<file path="src/hw/axi_bus_pkg.sv">
package axi_bus_pkg;

	localparam int id_w    = 4;
	localparam int addr_w  = 32;
	localparam int data_w  = 32;
	localparam int strb_w  = data_w / 8;
	localparam int len_w   = 8;
	localparam int size_w  = 3;
	localparam int burst_w = 2;
	localparam int resp_w  = 2;

	localparam int slave_sel_lsb = 28; // slave index lives in addr[31:28]

	// widest request vector the arbiter handles
	localparam int req_w = 16;

	typedef logic [req_w-1:0] req_vec_t;

	// shared by AR and AW
	typedef struct packed {
		logic [id_w-1:0]    id;
		logic [addr_w-1:0]  addr;
		logic [len_w-1:0]   len;
		logic [size_w-1:0]  size;
		logic [burst_w-1:0] burst;
	} ax_t;

	typedef struct packed {
		logic [id_w-1:0]   id;
		logic [data_w-1:0] data;
		logic [resp_w-1:0] resp;
		logic              last;
	} r_t;

	typedef struct packed {
		logic [data_w-1:0] data;
		logic [strb_w-1:0] strb;
		logic              last;
	} w_t;

	typedef struct packed {
		logic [id_w-1:0]   id;
		logic [resp_w-1:0] resp;
	} b_t;

	// fixed priority, lowest index wins
	function automatic req_vec_t grant_lowest(input req_vec_t req);
		req_vec_t neg;
		neg = ~req + req_vec_t'(1); // two's complement isolates the lowest set bit
		return req & neg;
	endfunction

endpackage

</file>
<file path="src/hw/addr_decoder.sv">
`timescale 1ns/10ps

module addr_decoder #(
	parameter int slave_num = 3
) (
	input  logic [axi_bus_pkg::addr_w-1:0] addr,
	output logic [slave_num-1:0]           sel
);

	localparam int field_w = axi_bus_pkg::addr_w - axi_bus_pkg::slave_sel_lsb;

	logic [field_w-1:0] field;

	assign field = addr[axi_bus_pkg::addr_w-1:axi_bus_pkg::slave_sel_lsb];

	// one compare per slave; an unmapped field matches none of them
	genvar j;
	for (j = 0; j < slave_num; j++) begin : g_sel
		assign sel[j] = (field == field_w'(j));
	end

endmodule

</file>
<file path="src/hw/axi_bus.sv">
`timescale 1ns/10ps

module axi_bus #(
	parameter int master_num = 2,
	parameter int slave_num  = 3
) (
	input  logic                  ACLK,
	input  logic                  ARESETn,
	// master side
	input  axi_bus_pkg::ax_t      m_ar [master_num],
	input  logic [master_num-1:0] m_arvalid,
	output logic [master_num-1:0] m_arready,
	output axi_bus_pkg::r_t       m_r [master_num],
	output logic [master_num-1:0] m_rvalid,
	input  logic [master_num-1:0] m_rready,
	input  axi_bus_pkg::ax_t      m_aw [master_num],
	input  logic [master_num-1:0] m_awvalid,
	output logic [master_num-1:0] m_awready,
	input  axi_bus_pkg::w_t       m_w [master_num],
	input  logic [master_num-1:0] m_wvalid,
	output logic [master_num-1:0] m_wready,
	output axi_bus_pkg::b_t       m_b [master_num],
	output logic [master_num-1:0] m_bvalid,
	input  logic [master_num-1:0] m_bready,
	// slave side
	output axi_bus_pkg::ax_t      s_ar [slave_num],
	output logic [slave_num-1:0]  s_arvalid,
	input  logic [slave_num-1:0]  s_arready,
	input  axi_bus_pkg::r_t       s_r [slave_num],
	input  logic [slave_num-1:0]  s_rvalid,
	output logic [slave_num-1:0]  s_rready,
	output axi_bus_pkg::ax_t      s_aw [slave_num],
	output logic [slave_num-1:0]  s_awvalid,
	input  logic [slave_num-1:0]  s_awready,
	output axi_bus_pkg::w_t       s_w [slave_num],
	output logic [slave_num-1:0]  s_wvalid,
	input  logic [slave_num-1:0]  s_wready,
	input  axi_bus_pkg::b_t       s_b [slave_num],
	input  logic [slave_num-1:0]  s_bvalid,
	output logic [slave_num-1:0]  s_bready
);

	axi_read_path #(
		.master_num(master_num),
		.slave_num (slave_num)
	) u_rd (
		.ACLK     (ACLK),
		.ARESETn  (ARESETn),
		.m_ar     (m_ar),
		.m_arvalid(m_arvalid),
		.m_arready(m_arready),
		.m_r      (m_r),
		.m_rvalid (m_rvalid),
		.m_rready (m_rready),
		.s_ar     (s_ar),
		.s_arvalid(s_arvalid),
		.s_arready(s_arready),
		.s_r      (s_r),
		.s_rvalid (s_rvalid),
		.s_rready (s_rready)
	);

	// runs independently of the read side
	axi_write_path #(
		.master_num(master_num),
		.slave_num (slave_num)
	) u_wr (
		.ACLK     (ACLK),
		.ARESETn  (ARESETn),
		.m_aw     (m_aw),
		.m_awvalid(m_awvalid),
		.m_awready(m_awready),
		.m_w      (m_w),
		.m_wvalid (m_wvalid),
		.m_wready (m_wready),
		.m_b      (m_b),
		.m_bvalid (m_bvalid),
		.m_bready (m_bready),
		.s_aw     (s_aw),
		.s_awvalid(s_awvalid),
		.s_awready(s_awready),
		.s_w      (s_w),
		.s_wvalid (s_wvalid),
		.s_wready (s_wready),
		.s_b      (s_b),
		.s_bvalid (s_bvalid),
		.s_bready (s_bready)
	);

endmodule

</file>
<file path="src/hw/axi_read_path.sv">
`timescale 1ns/10ps

module axi_read_path #(
	parameter int master_num = 2,
	parameter int slave_num  = 3
) (
	input  logic                  ACLK,
	input  logic                  ARESETn,
	input  axi_bus_pkg::ax_t      m_ar [master_num],
	input  logic [master_num-1:0] m_arvalid,
	output logic [master_num-1:0] m_arready,
	output axi_bus_pkg::r_t       m_r [master_num],
	output logic [master_num-1:0] m_rvalid,
	input  logic [master_num-1:0] m_rready,
	output axi_bus_pkg::ax_t      s_ar [slave_num],
	output logic [slave_num-1:0]  s_arvalid,
	input  logic [slave_num-1:0]  s_arready,
	input  axi_bus_pkg::r_t       s_r [slave_num],
	input  logic [slave_num-1:0]  s_rvalid,
	output logic [slave_num-1:0]  s_rready
);

	typedef enum logic [1:0] {
		st_idle,
		st_ar,
		st_r
	} state_e;

	state_e state;
	state_e state_nxt;

	axi_bus_pkg::req_vec_t req_vec;
	axi_bus_pkg::req_vec_t grant_vec;
	logic [master_num-1:0] grant;
	logic [axi_bus_pkg::addr_w-1:0] grant_addr;
	logic [slave_num-1:0] dec_sel;

	logic [master_num-1:0] mst_sel; // latched at grant
	logic [slave_num-1:0]  slv_sel;

	axi_bus_pkg::ax_t ar_mux;
	logic             arvalid_mux;
	logic             rready_mux;
	logic             arready_mux;
	axi_bus_pkg::r_t  r_mux;
	logic             rvalid_mux;

	logic in_ar;
	logic in_r;

	always_comb begin
		req_vec = '0;
		req_vec[master_num-1:0] = m_arvalid;
	end

	assign grant_vec = axi_bus_pkg::grant_lowest(req_vec);
	assign grant     = grant_vec[master_num-1:0];

	always_comb begin
		grant_addr = '0;
		for (int i = 0; i < master_num; i++) begin
			if (grant[i])
				grant_addr = m_ar[i].addr;
		end
	end

	addr_decoder #(
		.slave_num(slave_num)
	) u_dec (
		.addr(grant_addr),
		.sel (dec_sel)
	);

	always_ff @(posedge ACLK) begin
		if (!ARESETn) begin
			state   <= st_idle;
			mst_sel <= '0;
			slv_sel <= '0;
		end else begin
			state <= state_nxt;
			if (state == st_idle && |grant) begin
				mst_sel <= grant;
				slv_sel <= dec_sel;
			end
		end
	end

	always_comb begin
		state_nxt = state;
		case (state)
			st_idle: if (|grant) state_nxt = st_ar;
			st_ar:   if (arvalid_mux && arready_mux) state_nxt = st_r;
			st_r:    if (rvalid_mux && rready_mux && r_mux.last) state_nxt = st_idle;
			default: state_nxt = st_idle;
		endcase
	end

	assign in_ar = (state == st_ar);
	assign in_r  = (state == st_r);

	always_comb begin
		ar_mux      = '0;
		arvalid_mux = 1'b0;
		rready_mux  = 1'b0;
		for (int i = 0; i < master_num; i++) begin
			if (mst_sel[i]) begin
				ar_mux      = m_ar[i];
				arvalid_mux = m_arvalid[i];
				rready_mux  = m_rready[i];
			end
		end
	end

	always_comb begin
		arready_mux = 1'b0;
		r_mux       = '0;
		rvalid_mux  = 1'b0;
		for (int j = 0; j < slave_num; j++) begin
			if (slv_sel[j]) begin
				arready_mux = s_arready[j];
				r_mux       = s_r[j];
				rvalid_mux  = s_rvalid[j];
			end
		end
	end

	// only the latched pair sees anything, and only in its phase
	always_comb begin
		for (int i = 0; i < master_num; i++) begin
			m_arready[i] = mst_sel[i] && in_ar && arready_mux;
			m_rvalid[i]  = mst_sel[i] && in_r && rvalid_mux;
			m_r[i]       = (mst_sel[i] && in_r) ? r_mux : '0;
		end
		for (int j = 0; j < slave_num; j++) begin
			s_arvalid[j] = slv_sel[j] && in_ar && arvalid_mux;
			s_ar[j]      = (slv_sel[j] && in_ar) ? ar_mux : '0;
			s_rready[j]  = slv_sel[j] && in_r && rready_mux;
		end
	end

endmodule

</file>
<file path="src/hw/axi_write_path.sv">
`timescale 1ns/10ps

module axi_write_path #(
	parameter int master_num = 2,
	parameter int slave_num  = 3
) (
	input  logic                  ACLK,
	input  logic                  ARESETn,
	input  axi_bus_pkg::ax_t      m_aw [master_num],
	input  logic [master_num-1:0] m_awvalid,
	output logic [master_num-1:0] m_awready,
	input  axi_bus_pkg::w_t       m_w [master_num],
	input  logic [master_num-1:0] m_wvalid,
	output logic [master_num-1:0] m_wready,
	output axi_bus_pkg::b_t       m_b [master_num],
	output logic [master_num-1:0] m_bvalid,
	input  logic [master_num-1:0] m_bready,
	output axi_bus_pkg::ax_t      s_aw [slave_num],
	output logic [slave_num-1:0]  s_awvalid,
	input  logic [slave_num-1:0]  s_awready,
	output axi_bus_pkg::w_t       s_w [slave_num],
	output logic [slave_num-1:0]  s_wvalid,
	input  logic [slave_num-1:0]  s_wready,
	input  axi_bus_pkg::b_t       s_b [slave_num],
	input  logic [slave_num-1:0]  s_bvalid,
	output logic [slave_num-1:0]  s_bready
);

	typedef enum logic [1:0] {
		st_idle,
		st_aw,
		st_w,
		st_b
	} state_e;

	state_e state;
	state_e state_nxt;

	axi_bus_pkg::req_vec_t req_vec;
	axi_bus_pkg::req_vec_t grant_vec;
	logic [master_num-1:0] grant;
	logic [axi_bus_pkg::addr_w-1:0] grant_addr;
	logic [slave_num-1:0] dec_sel;

	logic [master_num-1:0] mst_sel;
	logic [slave_num-1:0]  slv_sel;

	// granted master side
	axi_bus_pkg::ax_t aw_mux;
	logic             awvalid_mux;
	axi_bus_pkg::w_t  w_mux;
	logic             wvalid_mux;
	logic             bready_mux;

	// selected slave side
	logic             awready_mux;
	logic             wready_mux;
	axi_bus_pkg::b_t  b_mux;
	logic             bvalid_mux;

	logic in_aw;
	logic in_w;
	logic in_b;

	always_comb begin
		req_vec = '0;
		req_vec[master_num-1:0] = m_awvalid;
	end

	assign grant_vec = axi_bus_pkg::grant_lowest(req_vec);
	assign grant     = grant_vec[master_num-1:0];

	always_comb begin
		grant_addr = '0;
		for (int i = 0; i < master_num; i++) begin
			if (grant[i])
				grant_addr = m_aw[i].addr;
		end
	end

	addr_decoder #(
		.slave_num(slave_num)
	) u_dec (
		.addr(grant_addr),
		.sel (dec_sel)
	);

	always_ff @(posedge ACLK) begin
		if (!ARESETn) begin
			state   <= st_idle;
			mst_sel <= '0;
			slv_sel <= '0;
		end else begin
			state <= state_nxt;
			if (state == st_idle && |grant) begin
				mst_sel <= grant;
				slv_sel <= dec_sel;
			end
		end
	end

	always_comb begin
		state_nxt = state;
		case (state)
			st_idle: if (|grant) state_nxt = st_aw;
			st_aw:   if (awvalid_mux && awready_mux) state_nxt = st_w;
			st_w:    if (wvalid_mux && wready_mux && w_mux.last) state_nxt = st_b;
			st_b:    if (bvalid_mux && bready_mux) state_nxt = st_idle;
			default: state_nxt = st_idle;
		endcase
	end

	assign in_aw = (state == st_aw);
	assign in_w  = (state == st_w);
	assign in_b  = (state == st_b);

	always_comb begin
		aw_mux      = '0;
		awvalid_mux = 1'b0;
		w_mux       = '0;
		wvalid_mux  = 1'b0;
		bready_mux  = 1'b0;
		for (int i = 0; i < master_num; i++) begin
			if (mst_sel[i]) begin
				aw_mux      = m_aw[i];
				awvalid_mux = m_awvalid[i];
				w_mux       = m_w[i];
				wvalid_mux  = m_wvalid[i];
				bready_mux  = m_bready[i];
			end
		end
	end

	always_comb begin
		awready_mux = 1'b0;
		wready_mux  = 1'b0;
		b_mux       = '0;
		bvalid_mux  = 1'b0;
		for (int j = 0; j < slave_num; j++) begin
			if (slv_sel[j]) begin
				awready_mux = s_awready[j];
				wready_mux  = s_wready[j];
				b_mux       = s_b[j];
				bvalid_mux  = s_bvalid[j];
			end
		end
	end

	// early W data from the master waits here until the AW handshake is done
	always_comb begin
		for (int i = 0; i < master_num; i++) begin
			m_awready[i] = mst_sel[i] && in_aw && awready_mux;
			m_wready[i]  = mst_sel[i] && in_w && wready_mux;
			m_bvalid[i]  = mst_sel[i] && in_b && bvalid_mux;
			m_b[i]       = (mst_sel[i] && in_b) ? b_mux : '0;
		end
		for (int j = 0; j < slave_num; j++) begin
			s_awvalid[j] = slv_sel[j] && in_aw && awvalid_mux;
			s_aw[j]      = (slv_sel[j] && in_aw) ? aw_mux : '0;
			s_wvalid[j]  = slv_sel[j] && in_w && wvalid_mux;
			s_w[j]       = (slv_sel[j] && in_w) ? w_mux : '0;
			s_bready[j]  = slv_sel[j] && in_b && bready_mux;
		end
	end

endmodule

</file>
<file path="config.mk">
export PLATFORM = sky130hd
export DESIGN_NAME = axi_bus
export DESIGN_NICKNAME = d
export VERILOG_FILES = /design/src/hw/axi_bus_pkg.sv /design/src/hw/addr_decoder.sv /design/src/hw/axi_bus.sv /design/src/hw/axi_read_path.sv /design/src/hw/axi_write_path.sv
export SDC_FILE = /design/constraint.sdc
export NUM_CORES = 1
export LEC_CHECK = 0
export ABC_AREA = 1
export BUFFER_PORTS_ARGS = -buffer_cell sky130_fd_sc_hd__buf_2
export CORE_AREA = 2 2 370 372
export DETAILED_ROUTE_END_ITERATION = 16
export DIE_AREA = 0 0 372 374
export RECOVER_POWER = 50
export SYNTH_ARGS = -nofsm -noshare
export SYNTH_HDL_FRONTEND = slang
export SYNTH_SLANG_ARGS = --single-unit
</file>
<file path="constraint.sdc">
create_clock -name ACLK -period 1.69 [get_ports ACLK]
set_input_delay 0.0845 -clock ACLK [delete_from_list [all_inputs] [get_ports ACLK]]
set_output_delay 0.0845 -clock ACLK [all_outputs]
set_load 0.01 [all_outputs]
</file>
==> results.md, run 1 <==
* Setup TNS at -36,480 ps
* FF-to-FF path depth at 7
* Post-synth EDFFs at 0
* Initial antenna violation count at 26
* Final #Nets at approximately 2,700
* Fillers at between 15,000 and 20,000
* Crit Path Max Fanout at 6
* Max-Cap Viols at 0
* Num Clock Sinks at 14
* First-iteration detailed-routing DRC count at 995
* Die width at between 300 and 400 um
* Buffers on Ports at about 950
* Drt wl/cell at about 23 um
* Relative slew slack at between 30% and 40%
* I/O pin total at around 950
* Clock Pin Slew Worst Setup and Hold Paths at 80 ps
* Crit-path slowest cell: dfxtp_2
* Worst path most repeated cell: buf_12
* 1st-pass router iterations at 6
* Area delta synth->final at 249%
* Hold depth at 3
* Min-Delay Path Class: primary input to flip-flop
* Buf+Inv Stages, Crit Path at 5
* Predominant post-synthesis flop cell: dfxtp_1
* Area contributors post-synth: nor2_1 (40%), a22oi_1 (25%), a21oi_1 (5.3%), dfxtp_1 (5.3%), clkbuf_1 (4.2%)
* Core area at 135,000 um^2
* Fmax at approximately 530 MHz
* Final HPWL DP at about 75 mm
* CTS tree: yes
* Num CTS Buffers at 3
* Total Routing Usage GR at 11.7%
* Pre-CTS WS at -656 ps
* Largest net degree at the start of global routing at a little over 50
* First-pass GRT wire length at around 110 mm
* FF+latch count, synth at 14
* Period minus WS final at around 1900 ps
* Sequential element share of the synthesized area at 5.26%
* Row count at around 140
* Clock buffer depth at 2
* Pwr dens at 541 nW/um^2
* Share of layout cells above drive strength 1 at between 70% and 80%
* Cell area after synthesis at 5330 um^2
* Max H-tree Level at 1
* Final core occ at 13.8%
* WP data required at roughly 1600 ps
* Starting Density at 3.95%
* CP startpoint kind: flip-flop
* Status: finished with violations
* Placed insts at just under 4,000
* Post-Layout Cell Count at roughly 4,000
* GPL Wtd Cong at 1.09
* Final worst setup slack at -185 ps
* CP Depth at 10
* Setup-failing EPs final at 500
* Vias in the first global route at ~12,000
* Distinct cells, synth at 30
* Final wirelength at ~93 mm
* Ys async rst share at 0%
* CP max stage delay at approximately 330 ps
* Synthesized area per cell at 4.91 um^2
* Remaining DRCs at 0
* Die area at around 140,000 um^2
* Post-Route Skew at 1.12 ps
* Final hold vios at 0
* CP delay by family, top: buffers and inverters
* Post-DRT Antenna Nets at 0
* Crit share post-route at 111%
* Most numerous cell in the Yosys netlist: nor2_1
* Hold slack at approximately 180 ps
* CP arrival at between 1500 and 2000 ps
* Critical path endpoint category: output pin
* Crit Path Class: flip-flop to output pin
* Die H at between 300 and 400 um
* Failing checks: setup timing
* Vias per cell at ~3.4
* Overflow after GRT at 0
* Post-Layout Inst Area at between 15,000 and 20,000 um^2
* Max-slew violation count at 0
* Synth top area share at ~40%
* Clock Latency Late Sink at approximately 280 ps
* Synth cell count leaders: nor2_1 (575), a22oi_1 (179), clkbuf_1 (59)
* VDD IR max at 0.407 mV
* Yosys warns at 0
* DR vias at roughly 14,000
* Top cell type by total area after synthesis: nor2_1
* Critical-path cell list: inv_2 -> nor2_4 -> buf_12 -> buf_12 -> buf_6 -> a22oi_2 -> nor2_2 -> a21oi_4 -> nor2_1 -> buf_2
* Synth Instances at 1,086
* Synthesized net count at about 1,500
* Placed cell area at between 10,000 and 15,000 um^2
* Clk Tree Root Cell: clkbuf_16
* Final Power at about 10 mW
* Worst Tran Pin Value at about 1000 ps
* RSZ-0062 raised after global routing: yes
* Leak at around 8.5 nW
## area by class of cell
class	count	area (um^2)	area share [%]
Timing Repair Buffer	1258	9450	50.7
Tap cell	1781	2230	12.0
Clock buffer	4	78.8	0.423
Multi-Input combinational cell	934	6360	34.1
Sequential cell	14	315	1.69
Inverter	36	161	0.866
Antenna cell	16	40.0	0.215
## per-layer routing
layer / vias up / track usage (%) / wire (um)
met5: - / 0 / 60
met4: 10 / 3.77 / 3990
met3: 202 / 3.04 / 8000
met2: 1063 / 20.6 / 46200
met1: 6677 / 13.6 / 35000
li1: 5971 / - / -
## registers in the layout, summed over array words and instances, names as in the netlist
register	count
u_rd.mst_sel	2
u_rd.slv_sel	3
u_rd.state	2
u_wr.mst_sel	2
u_wr.slv_sel	3
u_wr.state	2
## logic make-up (layout without fill, tap and decap cells)
logic type	after synthesis	count (layout)	share of synthesized area, %
and+or+nand+nor	676	676	49.4
AOI/OAI and AO/OA	253	253	32.6
buffers and inverters	138	1298	11.5
DFF	14	14	5.26
adders and majority gates	5	5	1.17
other	0	16	0
## cells in the final DEF (no fill, tap or decap), drive strengths merged, types with 12 or more instances in the layout
cell / count
buf: 1241
nor2: 581
a22oi: 179
nand2: 61
a21oi: 58
inv: 33
clkbuf: 19
diode: 16
nand3: 15
dfxtp: 14
nor3: 12
## what timing repair did
item / CTS / global route
resized for setup: 336 / 324
hold endpoints to repair: 0 / 0
hold buffers: 0 / 0
endpoints found under the setup margin: 527 / 526
buffers inserted: 82 / 62
pin swaps: 74 / 76
gates cloned: 18 / 17
## report_power, final
| part | internal, mW | switching, mW | total (mW) |
|---|---|---|---|
| sequential | 0.406 | 0.0851 | 0.491 |
| combinational | 3.87 | 5.15 | 9.01 |
| clock | 0.325 | 0.249 | 0.573 |
| total | 4.60 | 5.48 | 10.1 |
## final timing paths
kind,slack (ps),endpoint,startpoint
min,180,u_rd.mst_sel[0]$_SDFFE_PN0P_,m_arvalid[0]
max reg2reg,-110,u_rd.slv_sel[0]$_SDFFE_PN0P_,u_rd.state[0]$_SDFFE_PN0P_
max,-180,m_r[66],u_rd.slv_sel[0]$_SDFFE_PN0P_
min reg2reg,530,u_wr.state[1]$_SDFFE_PN0P_,u_wr.state[1]$_SDFFE_PN0P_
## tightest hold or removal path: cells and delay by family
kind                   cells  cell delay, ps
buffers and inverters      1             170
AOI/OAI and AO/OA          1              70
and+or+nand+nor            1             100
Power figures use the tool's default switching activity.
==> run 2: changes to the inputs <==
--- a/config.mk
+++ b/config.mk
@@ -6,7 +6,7 @@
 export NUM_CORES = 1
 export LEC_CHECK = 0
 export ABC_AREA = 1
-export BUFFER_PORTS_ARGS = -buffer_cell sky130_fd_sc_hd__buf_2
+export BUFFER_PORTS_ARGS = -buffer_cell sky130_fd_sc_hd__buf_4
 export CORE_AREA = 2 2 370 372
 export DETAILED_ROUTE_END_ITERATION = 16
 export DIE_AREA = 0 0 372 374
==> run 2 against run 1 <==
The flow still finishes with violations (setup timing). Cell count decreased by 0.84%. Power increased by 1.0%. Setup slack got worse by 20 ps. Design area increased by 10%. Combinational power increased by 1%. Clock skew about the same. Sequential share of layout area decreased by 0.17 points. Worst hold slack got worse by 26 ps.
==> results.md, run 2 (synthesized netlist as in run 1, its figures left out) <==
* Status: finished with violations (unchanged)
* Failing checks: setup timing (unchanged)
* Gate power share at 89.5% (was 89.4%)
* CP startpoint kind: flip-flop (unchanged)
* RSZ-0062 raised after global routing: yes (unchanged)
* Largest regs: u_rd.slv_sel: 3 flops, u_wr.slv_sel: 3 flops (unchanged)
* CP delay by family, top: compound AO/OA/AOI/OAI gates (was buffers and inverters)
* Num CTS Buffers at 3 (unchanged)
* Area delta synth->final at 284% (was 249%)
* Commonest non-fill, non-tap cell in the layout: buf_4 (was buf_2)
* Most frequent cells in the layout: buf_4 (1,033), nor2_1 (415), a22oi_2 (134) (was buf_2 (898), nor2_1 (460), a22oi_2 (142))
* Crit-path slowest cell: dfxtp_4 (was dfxtp_2)
* Footprint of the multi-input gates at 6480 um^2 (was 6360 um^2)
* Relative slew slack at 37.5% (was 30.0%)
* Hold_sp: ARESETn (was m_arvalid[0])
* Min-Delay Path Class: primary input to flip-flop (unchanged)
* First-iteration detailed-routing DRC count at 926 (was 995)
* CTS Hold Bufs at 0 (unchanged)
* Max-slew violation count at 0 (unchanged)
* Placed insts at 3,871 (was 3,856)
* Post-Route Skew at 1.33 ps (was 1.12 ps)
* Switching power at 5.42 mW (was 5.48 mW)
* Final HPWL DP at 75.3 mm (was 74.5 mm)
* Vias in the first global route at 12,300 (was 12,000)
* Fmax at 528 MHz (was 533 MHz)
* 1st-pass router iterations at 5 (was 6)
* First-pass GRT wire length at 111 mm (was 108 mm)
* Reg-to-Reg Start: u_rd.state[1]$_SDFFE_PN0P_ (was u_rd.state[0]$_SDFFE_PN0P_)
* Setup-failing EPs final at 479 (was 500)
* CP arrival at 1810 ps (was 1790 ps)
* Leak at 8.49 nW (was 8.47 nW)
* Clock network power share at 5.7% (about the same)
* Hold slack at 151 ps (was 177 ps)
* Largest net degree at the start of global routing at 51 (unchanged)
* Worst path most repeated cell: nor2_1 (was buf_12)
* Clock Latency Late Sink at 280 ps (about the same)
* Register Area at 312 um^2 (was 315 um^2)
* Share of layout cells above drive strength 1 at 74.3% (was 73.0%)
* Initial antenna violation count at 8 (was 26)
* GPL Wtd Cong at 0.979 (was 1.09)
* Final core occ at 15.2% (was 13.8%)
* Starting Density at 3.95% (unchanged)
* Clk Tree Root Cell: clkbuf_16 (unchanged)
* Critical path endpoint category: output pin (unchanged)
* Buffers on Ports at 951 (unchanged)
* Seq pwr share at 4.9% (about the same)
* Buf+Inv Stages, Crit Path at 3 (was 5)
* Num Clock Sinks at 14 (unchanged)
* Fillers at 15,200 (was 15,300)
* Clock buffer depth at 2 (unchanged)
* DR vias at 13,400 (was 13,900)
* Final #Nets at 2,661 (was 2,684)
* Remaining DRCs at 0 (unchanged)
* Period minus WS final at 1900 ps (was 1870 ps)
* Post-DRT Antenna Nets at 0 (unchanged)
* Crit Path Max Fanout at 14 (was 6)
* Die width at 372 um (unchanged)
* Pre-CTS WS at -761 ps (was -656 ps)
* Die H at 374 um (unchanged)
* Vias per cell at 3.35 (was 3.44)
* Core area at 135,000 um^2 (unchanged)
* Reg2reg setup slack at -130 ps (was -110 ps)
* Worst Tran Pin Value at 936 ps (was 1050 ps)
* Row count at 135 (unchanged)
* Max-Cap Viols at 0 (unchanged)
* Sw Share at 53.3% (was 54.4%)
* WP data required at 1610 ps (about the same)
* Clock Pin Slew Worst Setup and Hold Paths at 80 ps (about the same)
* Die area at 139,000 um^2 (unchanged)
* Pwr dens at 497 nW/um^2 (was 541 nW/um^2)
* I/O pin total at 952 (unchanged)
* CP max stage delay at 370 ps (was 330 ps)
* Overflow after GRT at 0 (unchanged)
* Crit share post-route at 112% (was 111%)
* Drt wl/cell at 22.9 um (was 23.1 um)
* Crit Path Class: flip-flop to output pin (unchanged)
* Final worst setup slack at -205 ps (was -185 ps)
* Pint at 4.76 mW (was 4.60 mW)
* CTS tree: yes (unchanged)
* Critical-path cell list: buf_6 -> clkbuf_16 -> a22oi_1 -> nor2_1 -> a21oi_2 -> nor2_1 -> buf_4 (was inv_2 -> nor2_4 -> buf_12 -> buf_12 -> buf_6 -> a22oi_2 -> nor2_2 -> a21oi_4 -> nor2_1 -> buf_2)
* Post-Layout Cell Count at 4,009 (was 4,043)
* Crit path from: u_rd.slv_sel[1]$_SDFFE_PN0P_ (was u_rd.slv_sel[0]$_SDFFE_PN0P_)
* VDD IR max at 0.385 mV (was 0.407 mV)
* Final hold vios at 0 (unchanged)
* Final wirelength at 92.0 mm (was 93.3 mm)
* Max H-tree Level at 1 (unchanged)
* Final Power at 10.2 mW (was 10.1 mW)
* Total Routing Usage GR at 11.9% (was 11.7%)
-- run 2: cell count changes in the layout (fill, tap and decap cells not counted), moves of 11 or more --
cell / change
buf_4: +903
diode_2: -11
buf_2: -898
nor2_2: +34
buf_12: -18
nor2_4: +11
nor2_1: -45
-- run 2: metrics by stage --
stage	cell area, um^2	setup TNS, ps
final	20500	-36920
after global placement	15800	-41080
after floorplan	5330	0
after CTS	19100	-43560
after detailed placement	15800	-45250
after global routing	20500	-76250
-- run 2: area by class of cell --
type                       count  area share, %
multi-input combinational    934           31.6
antenna                        5         0.0611
sequential                    14           1.52
inverter                      36          0.714
clock buffer                   4          0.385
timing repair buffer        1235           54.8
tap                         1781           10.9
-- run 2: routing by layer --
metal | global-route usage, % | up-vias | wire, um
met5 | 0 | - | 11
li1 | - | 5923 | -
met3 | 2.50 | 110 | 6810
met1 | 14.1 | 6553 | 35600
met2 | 21.7 | 828 | 47200
met4 | 2.37 | 2 | 2300
-- run 2: timing repair --
item	4_1_cts	5_1_grt
hold endpoints to repair	0	0
pin swaps	77	76
gates cloned	19	10
gates resized for setup	398	263
setup buffers	79	31
setup endpoints to repair	529	527
-- run 2: final timing paths --
check / endpoint / cells past startpoint
min: u_rd.state[1]$_SDFFE_PN0P_ / 3
max: m_r[29] / 7
min reg2reg: u_wr.state[1]$_SDFFE_PN0P_ / 2
max reg2reg: u_rd.slv_sel[0]$_SDFFE_PN0P_ / 6
-- run 2: tightest hold or removal path, cell delays in order --
cell and delay [ps]:
buf_4 180, nand3_1 100, a21oi_1 40
-- run 2: power groups by stage --
stage	clock, mW	sequential, mW	combinational [mW]
2_1_floorplan	0	0.438	1.96
3_3_place_gp	0	0.452	6.09
3_5_place_dp	0	0.455	6.13
4_1_cts	0.646	0.490	8.43
5_1_grt	0.651	0.504	9.55
6_report	0.579	0.495	9.11
